File: config.mk
export PLATFORM = sky130hd
export DESIGN_NAME = ex_top
export DESIGN_NICKNAME = d
export VERILOG_FILES = /design/src/source/cpu_pkg.sv /design/src/source/alu.sv /design/src/source/divider.sv /design/src/source/ex.sv /design/src/source/ex_mem_reg.sv /design/src/source/ex_top.sv /design/src/source/hilo_reg.sv /design/src/source/multiplier.sv /design/src/source/shifter.sv
export SDC_FILE = /design/constraint.sdc
export NUM_CORES = 2
export LEC_CHECK = 0
export CORE_UTILIZATION = 54
export DETAILED_ROUTE_END_ITERATION = 8
export DONT_BUFFER_PORTS = 1
export HOLD_SLACK_MARGIN = 0.06
export PLACE_DENSITY = 0.65
export SLEW_MARGIN = 0
export SYNTH_ARGS = -nofsm -noshare
export SYNTH_HDL_FRONTEND = slang
export SYNTH_SLANG_ARGS = --single-unit
File: constraint.sdc
create_clock -name clk -period 16.6 [get_ports clk]
set_clock_uncertainty 0.15 [all_clocks]
set_input_delay 4.98 -clock clk [delete_from_list [all_inputs] [get_ports clk]]
set_output_delay 4.98 -clock clk [all_outputs]
set_load 0.05 [all_outputs]
File: src/source/cpu_pkg.sv
package cpu_pkg;

	typedef logic [31:0] word_t;
	typedef logic [4:0]  reg_addr_t;
	typedef logic [15:0] imm_t;
	typedef logic [4:0]  shamt_t;

	typedef enum logic [3:0] {
		ADD,
		ADDU,
		SUB,
		SUBU,
		AND,
		OR,
		XOR,
		NOR,
		SLT,
		SLTU,
		LUI
	} alu_func_t;

	typedef enum logic [1:0] {
		SLL,
		SRL,
		SRA
	} sft_func_t;

	typedef enum logic [2:0] {
		OUT_ALU,
		OUT_SFT,
		OUT_HI,
		OUT_LO,
		OUT_LINK
	} out_sel_t;

	typedef enum logic [1:0] {
		DST_RT,
		DST_RD,
		DST_RA
	} regdst_t;

	// HI/LO write source
	typedef enum logic [1:0] {
		SRC_MUL,
		SRC_DIV,
		SRC_RS
	} hilo_src_t;

	typedef enum logic [1:0] {
		DIV_IDLE,
		DIV_RUN,
		DIV_DONE
	} div_state_t;

	localparam int MUL_LATENCY = 3;
	localparam int DIV_CYCLES  = 32;
	localparam int DIV_CNT_W   = $clog2(DIV_CYCLES);
	localparam int RA_ADDR     = 31;
	localparam int LINK_OFFSET = 8;

endpackage

File: src/source/alu.sv
`timescale 1ns/100ps
module alu (
	input  cpu_pkg::alu_func_t func,
	input  cpu_pkg::word_t     srca,
	input  cpu_pkg::word_t     srcb,
	output cpu_pkg::word_t     result,
	output logic               intovf
);

	cpu_pkg::word_t sum;
	cpu_pkg::word_t diff;

	assign sum  = srca + srcb;
	assign diff = srca - srcb;

	always_comb begin
		case (func)
			cpu_pkg::ADD,
			cpu_pkg::ADDU: result = sum;
			cpu_pkg::SUB,
			cpu_pkg::SUBU: result = diff;
			cpu_pkg::AND:  result = srca & srcb;
			cpu_pkg::OR:   result = srca | srcb;
			cpu_pkg::XOR:  result = srca ^ srcb;
			cpu_pkg::NOR:  result = ~(srca | srcb);
			cpu_pkg::SLT:  result = {31'b0, $signed(srca) < $signed(srcb)};
			cpu_pkg::SLTU: result = {31'b0, srca < srcb};
			// Immediate goes to the upper half
			cpu_pkg::LUI:  result = {srcb[15:0], 16'b0};
			default:       result = '0;
		endcase
	end

	// Signed overflow from operand and result signs
	always_comb begin
		case (func)
			cpu_pkg::ADD: intovf = (srca[31] == srcb[31]) && (sum[31] != srca[31]);
			cpu_pkg::SUB: intovf = (srca[31] != srcb[31]) && (diff[31] != srca[31]);
			default:      intovf = 1'b0;
		endcase
	end

endmodule

File: src/source/divider.sv
`timescale 1ns/100ps
module divider (
	input                  clk,
	input                  arst_n,
	input                  start,
	input                  sign,
	input  cpu_pkg::word_t dividend,
	input  cpu_pkg::word_t divisor,
	output logic           done,
	output logic           busy,
	output cpu_pkg::word_t quotient,
	output cpu_pkg::word_t remainder
);

	cpu_pkg::div_state_t             state;
	logic [cpu_pkg::DIV_CNT_W-1:0]   count;
	cpu_pkg::word_t                  quo_q;
	cpu_pkg::word_t                  rem_q;
	cpu_pkg::word_t                  dvsr_q;
	logic                            neg_quo_q;
	logic                            neg_rem_q;
	cpu_pkg::word_t                  dividend_mag;
	cpu_pkg::word_t                  divisor_mag;
	logic [32:0]                     shifted;
	logic [32:0]                     trial;

	assign dividend_mag = (sign && dividend[31]) ? -dividend : dividend;
	assign divisor_mag  = (sign && divisor[31]) ? -divisor : divisor;

	// Bring down the next dividend bit and try to subtract
	assign shifted = {rem_q, quo_q[31]};
	assign trial   = shifted - {1'b0, dvsr_q};

	always_ff @(posedge clk or negedge arst_n) begin
		if (!arst_n) begin
			state <= cpu_pkg::DIV_IDLE;
			count <= '0;
		end else begin
			case (state)
				cpu_pkg::DIV_IDLE: begin
					if (start) begin
						state <= cpu_pkg::DIV_RUN;
						count <= '0;
					end
				end
				cpu_pkg::DIV_RUN: begin
					count <= count + 1'b1;
					if (count == cpu_pkg::DIV_CNT_W'(cpu_pkg::DIV_CYCLES - 1)) begin
						state <= cpu_pkg::DIV_DONE;
					end
				end
				default: state <= cpu_pkg::DIV_IDLE;
			endcase
		end
	end

	always_ff @(posedge clk) begin
		if (state == cpu_pkg::DIV_IDLE && start) begin
			quo_q     <= dividend_mag;
			rem_q     <= '0;
			dvsr_q    <= divisor_mag;
			neg_quo_q <= sign && (dividend[31] ^ divisor[31]);
			neg_rem_q <= sign && dividend[31];
		end else if (state == cpu_pkg::DIV_RUN) begin
			// Zero divisor always passes, giving all ones
			if (!trial[32]) begin
				rem_q <= trial[31:0];
				quo_q <= {quo_q[30:0], 1'b1};
			end else begin
				rem_q <= shifted[31:0];
				quo_q <= {quo_q[30:0], 1'b0};
			end
		end
	end

	assign done      = (state == cpu_pkg::DIV_DONE);
	assign busy      = (state != cpu_pkg::DIV_IDLE);
	assign quotient  = neg_quo_q ? -quo_q : quo_q;
	assign remainder = neg_rem_q ? -rem_q : rem_q;

	a_div_no_restart: assert property (@(posedge clk) disable iff (!arst_n)
		busy |-> !start)
		else $error("divider started while busy");

endmodule

File: src/source/ex.sv
`timescale 1ns/100ps
module ex (
	input                        clk,
	input                        arst_n,
	input                        in_valid,
	input  cpu_pkg::word_t       pc,
	input  cpu_pkg::imm_t        imm,
	input  cpu_pkg::shamt_t      sa,
	input  cpu_pkg::reg_addr_t   rs,
	input  cpu_pkg::reg_addr_t   rt,
	input  cpu_pkg::reg_addr_t   rd,
	input  cpu_pkg::word_t       rsdata,
	input  cpu_pkg::word_t       rtdata,
	input  cpu_pkg::alu_func_t   alu_func,
	input  cpu_pkg::sft_func_t   sft_func,
	input                        imm_sign,
	input                        alu_srcb_rt,
	input                        sft_srca_imm,
	input                        sft_srcb_rs,
	input  cpu_pkg::out_sel_t    out_sel,
	input  cpu_pkg::regdst_t     regdst,
	input                        regwrite,
	input                        intovf_en,
	input                        hi_wen,
	input                        lo_wen,
	input  cpu_pkg::hilo_src_t   hi_src,
	input  cpu_pkg::hilo_src_t   lo_src,
	input                        mul_en,
	input                        mul_sign,
	input                        div_en,
	input                        div_sign,
	input  cpu_pkg::word_t       hi_q,
	input  cpu_pkg::word_t       lo_q,
	output cpu_pkg::word_t       result,
	output cpu_pkg::reg_addr_t   reg_waddr,
	output logic                 regwrite_out,
	output logic                 intovf,
	output logic                 br_equal,
	output logic                 br_gtz,
	output logic                 br_eqz,
	output cpu_pkg::word_t       bta,
	output cpu_pkg::word_t       bpc,
	output logic                 busy,
	output cpu_pkg::word_t       hi_wdata,
	output cpu_pkg::word_t       lo_wdata,
	output logic                 hi_we,
	output logic                 lo_we
);

	cpu_pkg::word_t     imm_ext;
	cpu_pkg::word_t     alu_srcb;
	cpu_pkg::word_t     alu_out;
	logic               alu_ovf;
	cpu_pkg::word_t     sft_value;
	cpu_pkg::shamt_t    sft_amount;
	cpu_pkg::word_t     sft_out;
	logic               mul_start;
	logic               mul_done;
	logic               mul_busy;
	cpu_pkg::word_t     mul_hi;
	cpu_pkg::word_t     mul_lo;
	logic               div_start;
	logic               div_done;
	logic               div_busy;
	cpu_pkg::word_t     div_quo;
	cpu_pkg::word_t     div_rem;
	logic               long_done;
	logic               hi_wen_q;
	logic               lo_wen_q;
	cpu_pkg::hilo_src_t hi_src_q;
	cpu_pkg::hilo_src_t lo_src_q;
	cpu_pkg::hilo_src_t hi_sel;
	cpu_pkg::hilo_src_t lo_sel;

	// Operand selection
	assign imm_ext    = imm_sign ? {{16{imm[15]}}, imm} : {16'b0, imm};
	assign alu_srcb   = alu_srcb_rt ? rtdata : imm_ext;
	assign sft_value  = sft_srca_imm ? imm_ext : rtdata;
	assign sft_amount = sft_srcb_rs ? rsdata[4:0] : sa;

	alu u_alu (
		.func   (alu_func),
		.srca   (rsdata),
		.srcb   (alu_srcb),
		.result (alu_out),
		.intovf (alu_ovf)
	);

	shifter u_shifter (
		.func   (sft_func),
		.value  (sft_value),
		.amount (sft_amount),
		.result (sft_out)
	);

	assign mul_start = in_valid & mul_en;
	assign div_start = in_valid & div_en;

	multiplier u_multiplier (
		.clk    (clk),
		.arst_n (arst_n),
		.start  (mul_start),
		.sign   (mul_sign),
		.srca   (rsdata),
		.srcb   (rtdata),
		.done   (mul_done),
		.busy   (mul_busy),
		.hi     (mul_hi),
		.lo     (mul_lo)
	);

	divider u_divider (
		.clk       (clk),
		.arst_n    (arst_n),
		.start     (div_start),
		.sign      (div_sign),
		.dividend  (rsdata),
		.divisor   (rtdata),
		.done      (div_done),
		.busy      (div_busy),
		.quotient  (div_quo),
		.remainder (div_rem)
	);

	assign busy      = mul_busy | div_busy;
	assign long_done = mul_done | div_done;

	// Branch compare and targets
	assign br_equal = (rsdata == rtdata);
	assign br_eqz   = (rsdata == '0);
	assign br_gtz   = !rsdata[31] && (rsdata != '0);
	assign bta      = pc + 32'd4 + {{14{imm[15]}}, imm, 2'b00};
	assign bpc      = pc + cpu_pkg::word_t'(cpu_pkg::LINK_OFFSET);

	always_comb begin
		case (out_sel)
			cpu_pkg::OUT_SFT:  result = sft_out;
			cpu_pkg::OUT_HI:   result = hi_q;
			cpu_pkg::OUT_LO:   result = lo_q;
			cpu_pkg::OUT_LINK: result = bpc;
			default:           result = alu_out;
		endcase
	end

	always_comb begin
		case (regdst)
			cpu_pkg::DST_RD: reg_waddr = rd;
			cpu_pkg::DST_RA: reg_waddr = cpu_pkg::reg_addr_t'(cpu_pkg::RA_ADDR);
			default:         reg_waddr = rt;
		endcase
	end

	// Overflow cancels the register write
	assign intovf       = intovf_en & alu_ovf;
	assign regwrite_out = regwrite & ~intovf;

	// HI/LO intent for the long operation in flight
	always_ff @(posedge clk or negedge arst_n) begin
		if (!arst_n) begin
			hi_wen_q <= 1'b0;
			lo_wen_q <= 1'b0;
			hi_src_q <= cpu_pkg::SRC_MUL;
			lo_src_q <= cpu_pkg::SRC_MUL;
		end else if (mul_start || div_start) begin
			hi_wen_q <= hi_wen;
			lo_wen_q <= lo_wen;
			hi_src_q <= hi_src;
			lo_src_q <= lo_src;
		end else if (long_done) begin
			hi_wen_q <= 1'b0;
			lo_wen_q <= 1'b0;
		end
	end

	// Done pulse and a move never share a cycle
	assign hi_sel = long_done ? hi_src_q : hi_src;
	assign lo_sel = long_done ? lo_src_q : lo_src;
	assign hi_we  = long_done ? hi_wen_q : (in_valid && hi_wen && hi_src == cpu_pkg::SRC_RS);
	assign lo_we  = long_done ? lo_wen_q : (in_valid && lo_wen && lo_src == cpu_pkg::SRC_RS);

	always_comb begin
		case (hi_sel)
			cpu_pkg::SRC_MUL: hi_wdata = mul_hi;
			cpu_pkg::SRC_DIV: hi_wdata = div_rem;
			default:          hi_wdata = rsdata;
		endcase
	end

	always_comb begin
		case (lo_sel)
			cpu_pkg::SRC_MUL: lo_wdata = mul_lo;
			cpu_pkg::SRC_DIV: lo_wdata = div_quo;
			default:          lo_wdata = rsdata;
		endcase
	end

	a_no_hilo_read_busy: assert property (@(posedge clk) disable iff (!arst_n)
		(in_valid && busy) |-> !(out_sel inside {cpu_pkg::OUT_HI, cpu_pkg::OUT_LO}))
		else $error("HI/LO read issued while a long operation is busy");

	// Forwarded value for register zero must stay zero
	a_rs_zero: assert property (@(posedge clk) disable iff (!arst_n)
		(in_valid && rs == '0) |-> rsdata == '0)
		else $error("nonzero forwarded data for register zero");

endmodule

File: src/source/ex_mem_reg.sv
`timescale 1ns/100ps
module ex_mem_reg (
	input                      clk,
	input                      arst_n,
	input                      valid,
	input                      busy,
	input  cpu_pkg::word_t     pc,
	input  cpu_pkg::word_t     result,
	input  cpu_pkg::reg_addr_t reg_waddr,
	input                      regwrite,
	input                      intovf,
	output logic               mem_valid,
	output cpu_pkg::word_t     mem_pc,
	output cpu_pkg::word_t     mem_result,
	output cpu_pkg::reg_addr_t mem_reg_waddr,
	output logic               mem_regwrite,
	output logic               mem_intovf
);

	logic take;

	// Bubble when nothing valid or a long op holds the stage
	assign take = valid & ~busy;

	always_ff @(posedge clk or negedge arst_n) begin
		if (!arst_n) begin
			mem_valid    <= 1'b0;
			mem_regwrite <= 1'b0;
			mem_intovf   <= 1'b0;
		end else begin
			mem_valid    <= take;
			mem_regwrite <= take & regwrite;
			mem_intovf   <= take & intovf;
		end
	end

	always_ff @(posedge clk) begin
		mem_pc        <= pc;
		mem_result    <= result;
		mem_reg_waddr <= reg_waddr;
	end

endmodule

File: src/source/ex_top.sv
`timescale 1ns/100ps
module ex_top (
	input                        clk,
	input                        arst_n,
	input                        in_valid,
	input  cpu_pkg::word_t       pc,
	input  cpu_pkg::imm_t        imm,
	input  cpu_pkg::shamt_t      sa,
	input  cpu_pkg::reg_addr_t   rs,
	input  cpu_pkg::reg_addr_t   rt,
	input  cpu_pkg::reg_addr_t   rd,
	input  cpu_pkg::word_t       rsdata,
	input  cpu_pkg::word_t       rtdata,
	input  cpu_pkg::alu_func_t   alu_func,
	input  cpu_pkg::sft_func_t   sft_func,
	input                        imm_sign,
	input                        alu_srcb_rt,
	input                        sft_srca_imm,
	input                        sft_srcb_rs,
	input  cpu_pkg::out_sel_t    out_sel,
	input  cpu_pkg::regdst_t     regdst,
	input                        regwrite,
	input                        intovf_en,
	input                        hi_wen,
	input                        lo_wen,
	input  cpu_pkg::hilo_src_t   hi_src,
	input  cpu_pkg::hilo_src_t   lo_src,
	input                        mul_en,
	input                        mul_sign,
	input                        div_en,
	input                        div_sign,
	output logic                 br_equal,
	output logic                 br_gtz,
	output logic                 br_eqz,
	output cpu_pkg::word_t       bta,
	output cpu_pkg::word_t       bpc,
	output logic                 busy,
	output logic                 mem_valid,
	output cpu_pkg::word_t       mem_pc,
	output cpu_pkg::word_t       mem_result,
	output cpu_pkg::reg_addr_t   mem_reg_waddr,
	output logic                 mem_regwrite,
	output logic                 mem_intovf
);

	cpu_pkg::word_t     ex_result;
	cpu_pkg::reg_addr_t ex_reg_waddr;
	logic               ex_regwrite;
	logic               ex_intovf;
	cpu_pkg::word_t     hi_wdata;
	cpu_pkg::word_t     lo_wdata;
	logic               hi_we;
	logic               lo_we;
	cpu_pkg::word_t     hi_q;
	cpu_pkg::word_t     lo_q;

	ex u_ex (
		.clk          (clk),
		.arst_n       (arst_n),
		.in_valid     (in_valid),
		.pc           (pc),
		.imm          (imm),
		.sa           (sa),
		.rs           (rs),
		.rt           (rt),
		.rd           (rd),
		.rsdata       (rsdata),
		.rtdata       (rtdata),
		.alu_func     (alu_func),
		.sft_func     (sft_func),
		.imm_sign     (imm_sign),
		.alu_srcb_rt  (alu_srcb_rt),
		.sft_srca_imm (sft_srca_imm),
		.sft_srcb_rs  (sft_srcb_rs),
		.out_sel      (out_sel),
		.regdst       (regdst),
		.regwrite     (regwrite),
		.intovf_en    (intovf_en),
		.hi_wen       (hi_wen),
		.lo_wen       (lo_wen),
		.hi_src       (hi_src),
		.lo_src       (lo_src),
		.mul_en       (mul_en),
		.mul_sign     (mul_sign),
		.div_en       (div_en),
		.div_sign     (div_sign),
		.hi_q         (hi_q),
		.lo_q         (lo_q),
		.result       (ex_result),
		.reg_waddr    (ex_reg_waddr),
		.regwrite_out (ex_regwrite),
		.intovf       (ex_intovf),
		.br_equal     (br_equal),
		.br_gtz       (br_gtz),
		.br_eqz       (br_eqz),
		.bta          (bta),
		.bpc          (bpc),
		.busy         (busy),
		.hi_wdata     (hi_wdata),
		.lo_wdata     (lo_wdata),
		.hi_we        (hi_we),
		.lo_we        (lo_we)
	);

	hilo_reg u_hilo_reg (
		.clk      (clk),
		.arst_n   (arst_n),
		.hi_we    (hi_we),
		.lo_we    (lo_we),
		.hi_wdata (hi_wdata),
		.lo_wdata (lo_wdata),
		.hi_q     (hi_q),
		.lo_q     (lo_q)
	);

	ex_mem_reg u_ex_mem_reg (
		.clk           (clk),
		.arst_n        (arst_n),
		.valid         (in_valid),
		.busy          (busy),
		.pc            (pc),
		.result        (ex_result),
		.reg_waddr     (ex_reg_waddr),
		.regwrite      (ex_regwrite),
		.intovf        (ex_intovf),
		.mem_valid     (mem_valid),
		.mem_pc        (mem_pc),
		.mem_result    (mem_result),
		.mem_reg_waddr (mem_reg_waddr),
		.mem_regwrite  (mem_regwrite),
		.mem_intovf    (mem_intovf)
	);

endmodule

File: src/source/hilo_reg.sv
`timescale 1ns/100ps
module hilo_reg (
	input                  clk,
	input                  arst_n,
	input                  hi_we,
	input                  lo_we,
	input  cpu_pkg::word_t hi_wdata,
	input  cpu_pkg::word_t lo_wdata,
	output cpu_pkg::word_t hi_q,
	output cpu_pkg::word_t lo_q
);

	// Architectural state cleared on reset
	always_ff @(posedge clk or negedge arst_n) begin
		if (!arst_n) begin
			hi_q <= '0;
			lo_q <= '0;
		end else begin
			if (hi_we) begin
				hi_q <= hi_wdata;
			end
			if (lo_we) begin
				lo_q <= lo_wdata;
			end
		end
	end

endmodule

File: src/source/multiplier.sv
`timescale 1ns/100ps
module multiplier (
	input                  clk,
	input                  arst_n,
	input                  start,
	input                  sign,
	input  cpu_pkg::word_t srca,
	input  cpu_pkg::word_t srcb,
	output logic           done,
	output logic           busy,
	output cpu_pkg::word_t hi,
	output cpu_pkg::word_t lo
);

	localparam int LAT = cpu_pkg::MUL_LATENCY;

	logic [LAT-1:0]     vld_q;
	logic signed [32:0] a_q;
	logic signed [32:0] b_q;
	logic signed [65:0] full;
	logic [63:0]        prod_q [1:LAT-1];

	// Valid bit walks down with the data
	always_ff @(posedge clk or negedge arst_n) begin
		if (!arst_n) begin
			vld_q <= '0;
		end else begin
			vld_q <= {vld_q[LAT-2:0], start};
		end
	end

	// Extra top bit makes one signed multiply serve both modes
	assign full = 66'(a_q) * 66'(b_q);

	always_ff @(posedge clk) begin
		if (start) begin
			a_q <= {sign & srca[31], srca};
			b_q <= {sign & srcb[31], srcb};
		end
		prod_q[1] <= full[63:0];
		for (int k = 2; k < LAT; k++) begin
			prod_q[k] <= prod_q[k-1];
		end
	end

	assign done = vld_q[LAT-1];
	assign busy = |vld_q;
	assign hi   = prod_q[LAT-1][63:32];
	assign lo   = prod_q[LAT-1][31:0];

	a_mul_latency: assert property (@(posedge clk) disable iff (!arst_n)
		start |-> ##(cpu_pkg::MUL_LATENCY) done)
		else $error("multiplier done not seen at fixed latency");

endmodule

File: src/source/shifter.sv
`timescale 1ns/100ps
module shifter (
	input  cpu_pkg::sft_func_t func,
	input  cpu_pkg::word_t     value,
	input  cpu_pkg::shamt_t    amount,
	output cpu_pkg::word_t     result
);

	always_comb begin
		case (func)
			cpu_pkg::SLL: result = value << amount;
			cpu_pkg::SRL: result = value >> amount;
			// Sign bit fills from the left
			cpu_pkg::SRA: result = $signed(value) >>> amount;
			default:      result = '0;
		endcase
	end

endmodule

# ---- Word-level counts from Yosys, hierarchy flattened
# Memories as Yosys holds them, arrays and structs flattened.
# Cells that the tools add are included.
dict set report totals {
  latchBits 0
  mem_bits_rw 128
  rom_bits 0
  n_memories 1
  register_bits 316
  inputBits 162
}
dict set report classes {
  eq_ne 32
  shift 3
  n_lt_le_gt_ge 2
  mul 1
  div 0
  addsub 11
  n_mux 31
  n_reduce_logical 29
  bitwise_logic 18
}
# name depth width read_ports rd_ports_with_merged_regs write_ports line
set mem_list {}
lappend mem_list {u_ex.u_multiplier.prod_q 2 64 2 0 2 multiplier.sv:21} ;# logic [63:0] prod_q [1:LAT-1];
# op n
set op_table {}
lappend op_table {{$mux W32} 10}
lappend op_table {{$pmux W32 S9} 1}
lappend op_table {{$neg A32 Y32} 4}
lappend op_table {{$pmux W32 S2} 2}
lappend op_table {{$pmux W32 S4} 1}
lappend op_table {{$pmux W32 S3} 1}
lappend op_table {{$add A32 B32 Y32} 2}
lappend op_table {{$lt A32 B32 Y1} 2}
lappend op_table {{$mul A33 B33 Y64} 1}
lappend op_table {{$sub A33 B32 Y33} 1}
lappend op_table {{$add A32 B3 Y32 const B} 1}
lappend op_table {{$add A32 B4 Y32 const B} 1}
lappend op_table {{$and A32 B32 Y32} 1}
lappend op_table {{$eq A32 B32 Y1} 1}
lappend op_table {{$logic_not A32 Y1} 1}
lappend op_table {{$not A32 Y32} 1}
lappend op_table {{$or A32 B32 Y32} 1}
lappend op_table {{$reduce_bool A32 Y1} 1}
lappend op_table {{$shl A32 B5 Y32} 1}
lappend op_table {{$shr A32 B5 Y32} 1}
lappend op_table {{$sshr A32 B5 Y32} 1}
lappend op_table {{$sub A32 B32 Y32} 1}
lappend op_table {{$xor A32 B32 Y32} 1}
lappend op_table {{$pmux W5 S2} 2}
lappend op_table {{other kinds (33)} 87}

# ---- Depth between registers and ports, before layout
dict set report depth {
  depth_word 10
  depth_mapped 30
}

# ---- Modules after synthesis
# From an unflattened synthesis, not the netlist that was laid out.
dict set report hier_totals {
  hier_cells 7699
  hier_area_um2 71472.3
}
# module area_per_inst_um2 seq_area_each_um2 n_inst cells_per_inst
set modules_own_cells {}
lappend modules_own_cells {multiplier 42939.9 4619.4 1 4332}
lappend modules_own_cells {divider 8066.5 2797.7 1 937}
lappend modules_own_cells {ex 6785.3 150.1 1 934}
lappend modules_own_cells {alu 5381.4 0.0 1 795}
lappend modules_own_cells {shifter 4124.0 0.0 1 490}
lappend modules_own_cells {hilo_reg 2690.1 1601.5 1 136}
lappend modules_own_cells {ex_mem_reg 1485.2 1456.4 1 75}

# ---- Least setup slack after synthesis
# Ideal clock, no wire load.
dict set report synth_path {
  path_type {in2out}
  startpoint {input pc[3]}
  endpoint {output bta[29]}
  required_time_ns 11.470
  path_stages 13
  t_arrival_ns 8.383
  slack_ns 3.087
  path_cell_list {ha_1 ha_1 fa_1 a21oi_1 o21ai_0 a2111oi_0 nor4_1 or3_1 nand2_1 o21ai_0 nor3_1 nor2_1 a21oi_1}
}
dict set report synth_between {
  elab_chain_len 2
}
# element line
set synth_rtl {}
lappend synth_rtl {{start: declaration} ex_top.sv:6} ;# input cpu_pkg::word_t pc,
lappend synth_rtl {{$add A32 B3 Y32} ex.sv:132} ;# assign bta = pc + 32'd4 + {{14{imm[15]}}, imm, 2'b00};
lappend synth_rtl {{$add A32 B32 Y32} ex.sv:132}
lappend synth_rtl {{end: declaration} ex_top.sv:35} ;# output cpu_pkg::word_t bta,
# No other way between the ends.

# ---- Worst setup path after layout
# Same ends and word-level chain as after synthesis.

==> flow_summary_export.csv <==
group,metric,value,unit
synthesis,synth_cell_types,95,
timing,worst_pin_slew,1.311,ns
synthesis,synth_most_common_cell,"inv_1",
setup_path,crit_end,"bta[29]",
floorplan,rows,130,
setup_path,rr_endpoint,"u_ex.u_multiplier.prod_q[1][62]",
global_route,antenna_found_initial,14,
synthesis,synthArstFlopShare,18.69,%
clock_tree,cts_resized,0,
setup_path,critical_path_peak_fanout,6,
placed_design,place_ws,2.316,ns
synthesis,synth-seq-area-share,15.45,%
synthesis,synth_edf_count,132,
synthesis,synth_nets,9445,
timing,slew_viol_final,0,
clock_tree,cts_hold_buf,0,
setup_path,crit_path_start,"pc[3]",
synthesis,ys.flop_type,"dfxtp_1",
placed_design,numPortBuffers,0,
floorplan,core,0.1261,mm²
synthesis,synth_commonest_cells,"1,207 x inv_1, 1,129 x fa_1, 939 x nand2_1",
floorplan,start_util,54.57,%
synthesis,yosysTopAreaCellShare,32.85,%
flow_run,cap_violations,0,
clock_tree,cts_root_buffer,"clkbuf_16",
timing,fmax,70.01,MHz
setup_path,critPathKind,"primary input to output pin",
drt,drt_pass1_iterations,6,
drt,initialDrtViolationCount,4836,
timing,fin_tns_setup,0,ns
global_route,grt.overflow.total,0,
timing,finalCritPeriodShare,86.04,%
finish,final_util,56.95,%
timing,hold_violations,0,
drt,vias_per_cell,5.965,
timing,finalCriticalPeriod,14.28,ns
placed_design,hpwl,183.6,mm
clock_tree,cts.sinks,444,
setup_path,r2r_start,"u_ex.u_multiplier.a_q[16]",
floorplan,die_w,358.9,µm
clock_tree,clockBufferDepth,3,
clock_tree,cts_tree,"built",
drt,vias,54600,
drt,antenna_left,0,
synthesis,netlist_area,0.06879,mm²
finish,synthToLayoutAreaGrowth,4.360,%
floorplan,die_h,358.9,µm
floorplan,fp.dieArea,0.1288,mm²
global_route,grt.total_usage,36.92,%
clock_tree,htreeDepth,2,
floorplan,io_pins,302,
timing,setup_violations,0,
clock_tree,clock_latency,0.66,ns
global_route,grt_pass1_vias,56150,
status,status,"finished, final reports clean",
synthesis,avgSynthCellArea,8.879,µm²
synthesis,yosys.area.top_type,"fa_1",
drt,drc_errors,0,
setup_path,r2r_cells,26,
timing,fin_ws,2.317,ns
setup_path,cp.arrival,9.15,ns
setup_path,cp-end-kind,"output pin",
finish,fillCellCount,11330,
finish,drive_above_1_share,4.348,%
synthesis,syn_inst,7748,
setup_path,startpoint_type,"primary input",
drt,post_drt_wl_per_cell,25.72,µm
clock_tree,postCtsSetupBuffers,0,
clock_tree,clkTransAtPathRegs,0.07,ns
clock_tree,numCtsBuffers,48,
synthesis,yosys_warnings,0,
drt,routed_wl,235.4,mm
synthesis,synth_area_leaders,"fa_1 33%, ha_1 7.4%, dfxtp_1 6.7%",
setup_path,r2r_setup_slack,7.08,ns
synthesis,ys_seq_elements,444,
global_route,grt_pass1_wl,357.5,mm
finish,layout.nets,9155,
timing,relSlewSlack,12.86,%
global_route,grt_max_degree,121,
placed_design,gp_congestion,1.010,
hold_path,hp-class,"flip-flop to flip-flop",
setup_path,critPathRequiredTime,11.47,ns
hold_path,holdCritStartpoint,"u_ex.u_multiplier.prod_q[1][58]",
timing,rsz0062_at_grt,"false",
[worst min path at each step]
stage	endpoint	slack, ns	cells past startpoint
after floorplan	u_ex.u_multiplier.prod_q[2][0]	0.16	0
after global placement	u_ex.u_multiplier.prod_q[2][59]	0.16	0
after detailed placement	u_ex.u_multiplier.prod_q[2][41]	0.16	0
after CTS	u_ex.u_multiplier.prod_q[2][56]	0.17	0
after global routing	u_ex.u_multiplier.prod_q[2][59]	0.18	0
final	u_ex.u_multiplier.prod_q[2][58]	0.17	0
[sequential cells by signal, indices dropped and copies added (netlist names), 2 cells and up]
name and flops:
u_ex.u_divider.rem_q 32, u_ex.u_divider.state 2, u_ex.u_multiplier.vld_q 3, u_ex.u_divider.count 5, u_hilo_reg.lo_q 32, u_ex.u_multiplier.a_q 33, u_ex_mem_reg.mem_result 32, u_hilo_reg.hi_q 32
u_ex_mem_reg.mem_pc 32, u_ex.u_divider.quo_q 32, u_ex.hi_src_q 2, u_ex.u_divider.dvsr_q 32, u_ex_mem_reg.mem_reg_waddr 5, u_ex.u_multiplier.prod_q 128, u_ex.u_multiplier.b_q 33, u_ex.lo_src_q 2
[cells in the final DEF (no fill, tap or decap), types with 137 or more instances in the layout]
master,synthesis,layout
a21oi_1,333,333
and2_1,567,566
dfxtp_1,229,229
fa_1,1129,1129
ha_1,406,406
inv_1,1207,1207
nand2_1,939,939
nor2_1,309,309
o21ai_0,390,390
xnor2_1,202,197
xor2_1,137,137
[metal layers]
layer  global-route usage [%]  vias to the layer above  wire length (µm)
met3                    8.227                      534             20490
met4                    17.10                       10             13120
met1                    47.74                    27530             93850
li1                         -                    24160                 -
met5                        0                        -                66
met2                    59.13                     2374            107900
[cell type report]
cell class / count / area [µm²] / area share [%]
Tap cell: 1650 / 2064 / 2.876
Antenna cell: 5 / 12.51 / 0.01743
Clock buffer: 61 / 1325 / 1.846
Clock inverter: 29 / 316.6 / 0.4409
Multi-Input combinational cell: 5619 / 51880 / 72.27
Inverter: 1209 / 4538 / 6.321
Timing Repair Buffer: 136 / 1028 / 1.433
Sequential cell: 444 / 10630 / 14.80
[through the flow]
step	instance area (µm²)	cells	hold WS, ns
after floorplan	68790	7748	0.1596
after global placement	70140	9058	0.1603
after detailed placement	70140	9058	0.1621
after CTS	71780	9148	0.1733
after global routing	71780	9148	0.1772
final	71790	9153	0.1683
[critical path, cell delays in order]
cell	delay, ns
ha_1	0.27
ha_1	0.22
fa_1	0.47
a21oi_1	0.21
o21ai_0	0.15
a2111oi_0	0.77
nor4_1	0.21
or3_1	0.45
nand2_1	0.11
o21ai_0	0.16
nor3_1	0.24
nor2_1	0.08
a21oi_1	0.85
[cells by family after synthesis]
logic type | Yosys count | synth area share, %
XOR/XNOR | 339 | 4.316
buffers and inverters | 1685 | 9.334
flip-flops | 444 | 15.45
AND/OR/NAND/NOR | 2229 | 15.53
multiplexers | 172 | 2.839
adder cells (fa/ha/maj) | 1535 | 40.24
AO/OA/AOI/OAI | 1344 | 12.29
Power is left out: the tool's default activity adds up to more than one toggle a clock period on the data nets, which glitch-free logic cannot reach.
